$ cat config.mk
export PLATFORM = sky130hd
export DESIGN_NAME = axi_switch_top
export DESIGN_NICKNAME = d
export VERILOG_FILES = /design/src/rtl/axi_lite_pkg.sv /design/src/rtl/axi_2x2.sv /design/src/rtl/axi_lite_regfile.sv /design/src/rtl/axi_switch_top.sv
export VERILOG_INCLUDE_DIRS = /design/src /design/src/include
export SDC_FILE = /design/constraint.sdc
export NUM_CORES = 1
export LEC_CHECK = 0
export BUFFER_PORTS_ARGS = -buffer_cell sky130_fd_sc_hd__buf_2
export CELL_PAD_IN_SITES_DETAIL_PLACEMENT = 0
export CELL_PAD_IN_SITES_GLOBAL_PLACEMENT = 1
export CORE_MARGIN = 5
export CORE_UTILIZATION = 40
export CTS_CLUSTER_SIZE = 30
export DETAILED_ROUTE_END_ITERATION = 12
export PLACE_DENSITY = 0.63
export SYNTH_ARGS = -nofsm -noshare
export SYNTH_HDL_FRONTEND = slang
export SYNTH_SLANG_ARGS = --single-unit
$ cat constraint.sdc
create_clock -name axi_clk -period 3.1 [get_ports axi_clk]
set_input_delay 0.62 -clock axi_clk [delete_from_list [all_inputs] [get_ports axi_clk]]
set_output_delay 0.62 -clock axi_clk [all_outputs]
set_load 0.005 [all_outputs]
$ cat src/include/axi_directives.svh
`ifndef AXI_DIRECTIVES_SVH
`define AXI_DIRECTIVES_SVH

// Catch undeclared nets in every RTL file
`default_nettype none

`endif

$ cat src/rtl/axi_lite_pkg.sv
package axi_lite_pkg;

  // Bus widths
  localparam int axi_addr_width = 20;
  localparam int axi_data_width = 16;
  localparam int axi_strb_width = (axi_data_width + 7) / 8;

  // Response codes
  localparam logic [1:0] resp_okay   = 2'b00;
  localparam logic [1:0] resp_slverr = 2'b10;

  // Manager to subordinate
  typedef struct packed {
    logic [axi_addr_width-1:0] awaddr;
    logic                      awvalid;
    logic [axi_data_width-1:0] wdata;
    logic [axi_strb_width-1:0] wstrb;
    logic                      wvalid;
    logic                      bready;
    logic [axi_addr_width-1:0] araddr;
    logic                      arvalid;
    logic                      rready;
  } axi_lite_req_t;

  // Subordinate to manager
  typedef struct packed {
    logic                      awready;
    logic                      wready;
    logic [1:0]                bresp;
    logic                      bvalid;
    logic                      arready;
    logic [axi_data_width-1:0] rdata;
    logic [1:0]                rresp;
    logic                      rvalid;
  } axi_lite_rsp_t;

endpackage

$ cat src/rtl/axi_2x2.sv
`include "axi_directives.svh"

module axi_2x2 (
  input  logic                        axi_clk,
  input  logic                        axi_resetn,

  input  logic                        switch_sel,
  output logic                        sel,

  input  axi_lite_pkg::axi_lite_req_t in0_req,
  output axi_lite_pkg::axi_lite_rsp_t in0_rsp,
  input  axi_lite_pkg::axi_lite_req_t in1_req,
  output axi_lite_pkg::axi_lite_rsp_t in1_rsp,

  output axi_lite_pkg::axi_lite_req_t out0_req,
  input  axi_lite_pkg::axi_lite_rsp_t out0_rsp,
  output axi_lite_pkg::axi_lite_req_t out1_req,
  input  axi_lite_pkg::axi_lite_rsp_t out1_rsp
);

  // One write and one read can be owed per bank
  localparam int cnt_width = 2;

  logic                 swap_pending;
  logic [cnt_width-1:0] out0_cnt;
  logic [cnt_width-1:0] out1_cnt;
  logic                 out0_addr_xfer;
  logic                 out1_addr_xfer;
  logic                 bus_idle;

  // Address handshake seen on an output this cycle
  function automatic logic addr_xfer(input axi_lite_pkg::axi_lite_req_t req,
                                     input axi_lite_pkg::axi_lite_rsp_t rsp);
    addr_xfer = (req.awvalid && rsp.awready) || (req.arvalid && rsp.arready);
  endfunction

  // Count up on AW/AR transfers and down on B/R transfers
  function automatic logic [cnt_width-1:0] next_cnt(input logic [cnt_width-1:0] cnt,
                                                    input axi_lite_pkg::axi_lite_req_t req,
                                                    input axi_lite_pkg::axi_lite_rsp_t rsp);
    logic [cnt_width-1:0] n;
    n = cnt;
    if (req.awvalid && rsp.awready) begin
      n = n + 1'b1;
    end
    if (req.arvalid && rsp.arready) begin
      n = n + 1'b1;
    end
    if (rsp.bvalid && req.bready) begin
      n = n - 1'b1;
    end
    if (rsp.rvalid && req.rready) begin
      n = n - 1'b1;
    end
    next_cnt = n;
  endfunction

  // Purely combinational crossbar
  assign out0_req = !sel ? in0_req : in1_req;
  assign out1_req = sel ? in0_req : in1_req;
  assign in0_rsp  = !sel ? out0_rsp : out1_rsp;
  assign in1_rsp  = sel ? out0_rsp : out1_rsp;

  assign out0_addr_xfer = addr_xfer(out0_req, out0_rsp);
  assign out1_addr_xfer = addr_xfer(out1_req, out1_rsp);

  // A new address accepted this cycle also makes a response owed
  assign bus_idle = (out0_cnt == '0) && (out1_cnt == '0) &&
                    !out0_addr_xfer && !out1_addr_xfer;

  always_ff @(posedge axi_clk) begin
    if (!axi_resetn) begin
      out0_cnt <= '0;
      out1_cnt <= '0;
    end else begin
      out0_cnt <= next_cnt(out0_cnt, out0_req, out0_rsp);
      out1_cnt <= next_cnt(out1_cnt, out1_req, out1_rsp);
    end
  end

  // Swap waits until no transaction is in flight
  always_ff @(posedge axi_clk) begin
    if (!axi_resetn) begin
      sel          <= 1'b0;
      swap_pending <= 1'b0;
    end else if (swap_pending) begin
      if (bus_idle) begin
        sel          <= ~sel;
        swap_pending <= 1'b0;
      end
    end else if (switch_sel) begin
      swap_pending <= 1'b1;
    end
  end

endmodule

$ cat src/rtl/axi_lite_regfile.sv
`include "axi_directives.svh"

module axi_lite_regfile #(
  parameter int num_regs = 8
) (
  input  logic                        axi_clk,
  input  logic                        axi_resetn,

  input  axi_lite_pkg::axi_lite_req_t req,
  output axi_lite_pkg::axi_lite_rsp_t rsp
);

  localparam int byte_shift = $clog2(axi_lite_pkg::axi_strb_width);
  localparam int word_width = axi_lite_pkg::axi_addr_width - byte_shift;
  localparam int idx_width  = (num_regs > 1) ? $clog2(num_regs) : 1;

  logic [axi_lite_pkg::axi_data_width-1:0] regs [num_regs];

  logic [word_width-1:0]                   wr_word;
  logic [word_width-1:0]                   rd_word;
  logic                                    wr_in_range;
  logic                                    rd_in_range;
  logic [idx_width-1:0]                    wr_idx;
  logic [idx_width-1:0]                    rd_idx;
  logic                                    wr_ready;
  logic                                    wr_fire;
  logic                                    rd_fire;

  logic                                    bvalid_q;
  logic [1:0]                              bresp_q;
  logic                                    rvalid_q;
  logic [1:0]                              rresp_q;
  logic [axi_lite_pkg::axi_data_width-1:0] rdata_q;

  // Word index from byte address
  assign wr_word     = req.awaddr[axi_lite_pkg::axi_addr_width-1:byte_shift];
  assign rd_word     = req.araddr[axi_lite_pkg::axi_addr_width-1:byte_shift];
  assign wr_in_range = (wr_word < num_regs);
  assign rd_in_range = (rd_word < num_regs);
  assign wr_idx      = wr_word[idx_width-1:0];
  assign rd_idx      = rd_word[idx_width-1:0];

  // AW and W are taken together with one outstanding of each kind
  assign wr_ready = req.awvalid && req.wvalid && !bvalid_q;
  assign wr_fire  = wr_ready;
  assign rd_fire  = req.arvalid && !rvalid_q;

  always_comb begin
    rsp.awready = wr_ready;
    rsp.wready  = wr_ready;
    rsp.bresp   = bresp_q;
    rsp.bvalid  = bvalid_q;
    rsp.arready = !rvalid_q;
    rsp.rdata   = rdata_q;
    rsp.rresp   = rresp_q;
    rsp.rvalid  = rvalid_q;
  end

  // Register array with byte strobes
  always_ff @(posedge axi_clk) begin
    if (!axi_resetn) begin
      for (int i = 0; i < num_regs; i++) begin
        regs[i] <= '0;
      end
    end else if (wr_fire && wr_in_range) begin
      for (int b = 0; b < axi_lite_pkg::axi_strb_width; b++) begin
        if (req.wstrb[b]) begin
          regs[wr_idx][8*b +: 8] <= req.wdata[8*b +: 8];
        end
      end
    end
  end

  // Write response
  always_ff @(posedge axi_clk) begin
    if (!axi_resetn) begin
      bvalid_q <= 1'b0;
    end else if (wr_fire) begin
      bvalid_q <= 1'b1;
    end else if (req.bready) begin
      bvalid_q <= 1'b0;
    end
  end

  always_ff @(posedge axi_clk) begin
    if (wr_fire) begin
      bresp_q <= wr_in_range ? axi_lite_pkg::resp_okay : axi_lite_pkg::resp_slverr;
    end
  end

  // Read response
  always_ff @(posedge axi_clk) begin
    if (!axi_resetn) begin
      rvalid_q <= 1'b0;
    end else if (rd_fire) begin
      rvalid_q <= 1'b1;
    end else if (req.rready) begin
      rvalid_q <= 1'b0;
    end
  end

  always_ff @(posedge axi_clk) begin
    if (rd_fire) begin
      rdata_q <= rd_in_range ? regs[rd_idx] : '0;
      rresp_q <= rd_in_range ? axi_lite_pkg::resp_okay : axi_lite_pkg::resp_slverr;
    end
  end

endmodule

$ cat src/rtl/axi_switch_top.sv
`include "axi_directives.svh"

module axi_switch_top #(
  parameter int bank0_regs = 8,
  parameter int bank1_regs = 16
) (
  input  logic                        axi_clk,
  input  logic                        axi_resetn,

  input  logic                        switch_sel,
  output logic                        sel,

  input  axi_lite_pkg::axi_lite_req_t in0_req,
  output axi_lite_pkg::axi_lite_rsp_t in0_rsp,
  input  axi_lite_pkg::axi_lite_req_t in1_req,
  output axi_lite_pkg::axi_lite_rsp_t in1_rsp
);

  axi_lite_pkg::axi_lite_req_t out0_req;
  axi_lite_pkg::axi_lite_rsp_t out0_rsp;
  axi_lite_pkg::axi_lite_req_t out1_req;
  axi_lite_pkg::axi_lite_rsp_t out1_rsp;

  axi_2x2 axi_2x2_i (
    .axi_clk    (axi_clk),
    .axi_resetn (axi_resetn),
    .switch_sel (switch_sel),
    .sel        (sel),
    .in0_req    (in0_req),
    .in0_rsp    (in0_rsp),
    .in1_req    (in1_req),
    .in1_rsp    (in1_rsp),
    .out0_req   (out0_req),
    .out0_rsp   (out0_rsp),
    .out1_req   (out1_req),
    .out1_rsp   (out1_rsp)
  );

  // Bank 0 sits on output 0
  axi_lite_regfile #(
    .num_regs (bank0_regs)
  ) bank0_i (
    .axi_clk    (axi_clk),
    .axi_resetn (axi_resetn),
    .req        (out0_req),
    .rsp        (out0_rsp)
  );

  // Bank 1 sits on output 1
  axi_lite_regfile #(
    .num_regs (bank1_regs)
  ) bank1_i (
    .axi_clk    (axi_clk),
    .axi_resetn (axi_resetn),
    .req        (out1_req),
    .rsp        (out1_rsp)
  );

endmodule

==> flow_summary.ini <==
[run_status]
outcome = completed

[grt]
grt_pass1_vias = 13900
grt_use_total = 0.197
grt_pass1_wl_um = 86200
grt_overflow_total = 0
grt_max_degree = 65
antenna_found_initial = 1

[critical_path]
worstPathRequired_ns = 2.48
end_kind = output port
path_common_cell = buf_6
slowest_stage = dfxtp_4
slowest_delay_ns = 0.56
worst_setup_path_start_kind = flip-flop
path_max_fanout = 32
critPathArrivalTime_ns = 2.39
path_class = flip-flop to output port
crit_path_cell_trace = buf_6, buf_6, mux2_2, buf_2

[die]
die_x_um = 237
coreArea_um2 = 51300
rows = 83
pin_count = 180
start_util = 0.403
die_area_um2 = 56300
die_h_um = 237

[clocking]
cts_root_buf = clkbuf_16
tritoncts = done
htreeDepth = 2
path_clk_slew_ns = 0.06
cts_buffers = 46
insertion_delay_ns = 0.57
cts_buffer_depth = 3
clock-sinks = 430
postCtsSetupBuffers = 0

[route]
route.detailed.drc = 0
postRouteAntennaNets = 0
num_vias = 13400
drt_iter0_drc = 1094
routed_via_density = 5.47
wirelength_um = 56200
wire_per_inst_um = 23.0
firstDrtPassIters = 5

[sta]
setup_tns_ns = 0
worst_pin_slew_ns = 0.908
period_share = 0.972
slew_headroom = 0.394
maxSlewViolCount = 0
min_period_ns = 3.01
fin_skew_ns = 0.0122
worst_hold_slack_ns = 0.306
hold_violations = 0
layout_setup_ws_ns = 0.0864
rsz0062_at_grt = no
setup_viol = 0
fmax_mhz = 332

[yosys]
netlist_instances = 1494
synth_edf_count = 420
ys_seq_area_frac = 0.620
synth.distinct_cells = 56
synth-async-reset-ratio = 0
ys_ff_latch = 430
syn_area_per_cell_um2 = 13.8
yosys_warnings = 0
synthFlopType = edfxtp_1
synth_area_um2 = 20700

[pwr]
p_seq_frac = 0.480
irDropWorstVdd_mv = 0.348
p_comb_frac = 0.144
p_per_area_nw_per_um2 = 570
power.switching_mw = 3.55
intPower_mw = 10.5
leakagePower_nw = 8.54
power.share.clock = 0.376
p_sw_frac = 0.253

[finish]
nets = 1867
syn2layout_area_growth_pct = 18.7
post-route-util = 0.478
drive_gt1_frac = 0.348

[place]
post-dp-hpwl_um = 40400
io_buffer_count = 171
preCtsSetupSlack_ns = 0.216
gp_congestion = 0.852

[hold_path]
min_path_type = input port to flip-flop

[run]
drv_cap = 0
cells in the final DEF (no fill, tap or decap), drive strengths merged, types with 5 or more instances in the layout:
master,n
inv,17
a21oi,38
mux2,45
edfxtp,420
clkbuf,62
nand4,10
mux2i,43
mux4,96
nor2b,5
dfxtp,10
o21ai,34
nand3,5
buf,319
nand2,135
a22oi,17
nor2,157
xnor2,11
nor4,13
clkinv,15
nor3,269
worst paths after layout:
path,start,endpoint,slack [ns],cells after the start
worst max-delay path,axi_2x2_i.sel,in1_rsp[18],0.09,4
worst min register to register,axi_2x2_i.swap_pending,axi_2x2_i.swap_pending,0.54,2
worst max register to register,axi_2x2_i.sel,bank1_i.rdata_q[3],0.37,7
worst min-delay path,switch_sel,axi_2x2_i.swap_pending,0.31,3
sequential cells by signal, summed over array words and instances (netlist names):
register	count
bank0_i.rvalid_q	1
bank1_i.rdata_q	16
bank0_i.bresp_q	1
bank1_i.bresp_q	1
bank0_i.rdata_q	16
bank0_i.bvalid_q	1
bank0_i.regs	128
axi_2x2_i.out0_cnt	2
axi_2x2_i.out1_cnt	2
bank1_i.rvalid_q	1
bank1_i.rresp_q	1
axi_2x2_i.swap_pending	1
bank1_i.bvalid_q	1
bank0_i.rresp_q	1
bank1_i.regs	256
axi_2x2_i.sel	1
cells by family (layout without fill, tap and decap cells):
family	after synthesis	in the layout	share of synthesized area
other cells	1	5	0.000181
flops	430	430	0.620
compound gates	116	116	0.0378
xor+xnor	13	13	0.00551
mux	184	184	0.150
fa+ha+maj	2	2	0.00121
simple gates	603	603	0.151
buf+inv	145	416	0.0338
power groups by stage:
stage          combinational [mW]  clock (mW)  sequential, mW
2_1_floorplan                1.26           0            6.77
4_1_cts                      2.03        5.35            6.73
5_1_grt                      2.17        5.59            6.74
3_5_place_dp                 2.02           0            6.85
6_report                     2.02        5.26            6.72
3_3_place_gp                 2.00           0            6.84
synth_stat cells, types with 5 or more instances:
master    instances  area share
a22oi_1          17      0.0062
edfxtp_1        420        0.61
xnor2_1          11      0.0047
nand2_1         131       0.024
mux2i_1          40       0.019
nor3_1          225       0.054
inv_1            15      0.0027
buf_4            12      0.0044
a21oi_1          38      0.0092
nand4_4           8      0.0082
nor2b_1           5      0.0015
nor4_1           10      0.0030
clkbuf_1         48      0.0087
mux2_2           45       0.025
nor2_1          154       0.028
nand3_1           5      0.0012
dfxtp_1          10      0.0097
mux4_2           96        0.10
o21ai_1          32      0.0077
buf_2            62       0.015
nor3_2           44       0.021
worst max-delay path: cells and delay by family, from the launching register on:
| kind | cells | cell delay, ns |
|---|---|---|
| buffers and inverters | 3 | 0.84 |
| flip-flops | 1 | 0.56 |
| multiplexers | 1 | 0.40 |
timing repair:
item / CTS / global route
hold endpoints to repair: 0 / 0
hold buffers: 0 / 0
setup endpoints to repair: 34 / 28
gates resized for setup: 2 / 1
per-layer routing:
layer / vias up / GRT usage / part of all wire
li1: 6202 / - / -
met5: - / 0 / 0
met4: 0 / 0.0518 / 0.023
met2: 338 / 0.335 / 0.49
met3: 73 / 0.0251 / 0.047
met1: 6794 / 0.271 / 0.44
final cells by class:
class / instances / area, µm²
fill: 4576 / 26800
sequential: 430 / 12800
multi-input combinational: 922 / 7340
clock buffer: 62 / 1270
tap: 680 / 851
clock inverter: 18 / 131
antenna: 1 / 2.50
timing repair buffer: 319 / 2070
inverter: 17 / 66.3
per-stage QoR:
step           std cells  power [mW]  instance area (µm²)
2_1_floorplan       1497        8.04                20700
3_3_place_gp        2368        8.84                23100
3_5_place_dp        2368        8.87                23100
4_1_cts             2448        14.1                24500
5_1_grt             2449        14.5                24500
6_report            2449        14.0                24500
No activity file was read; power rests on OpenSTA's default activity.
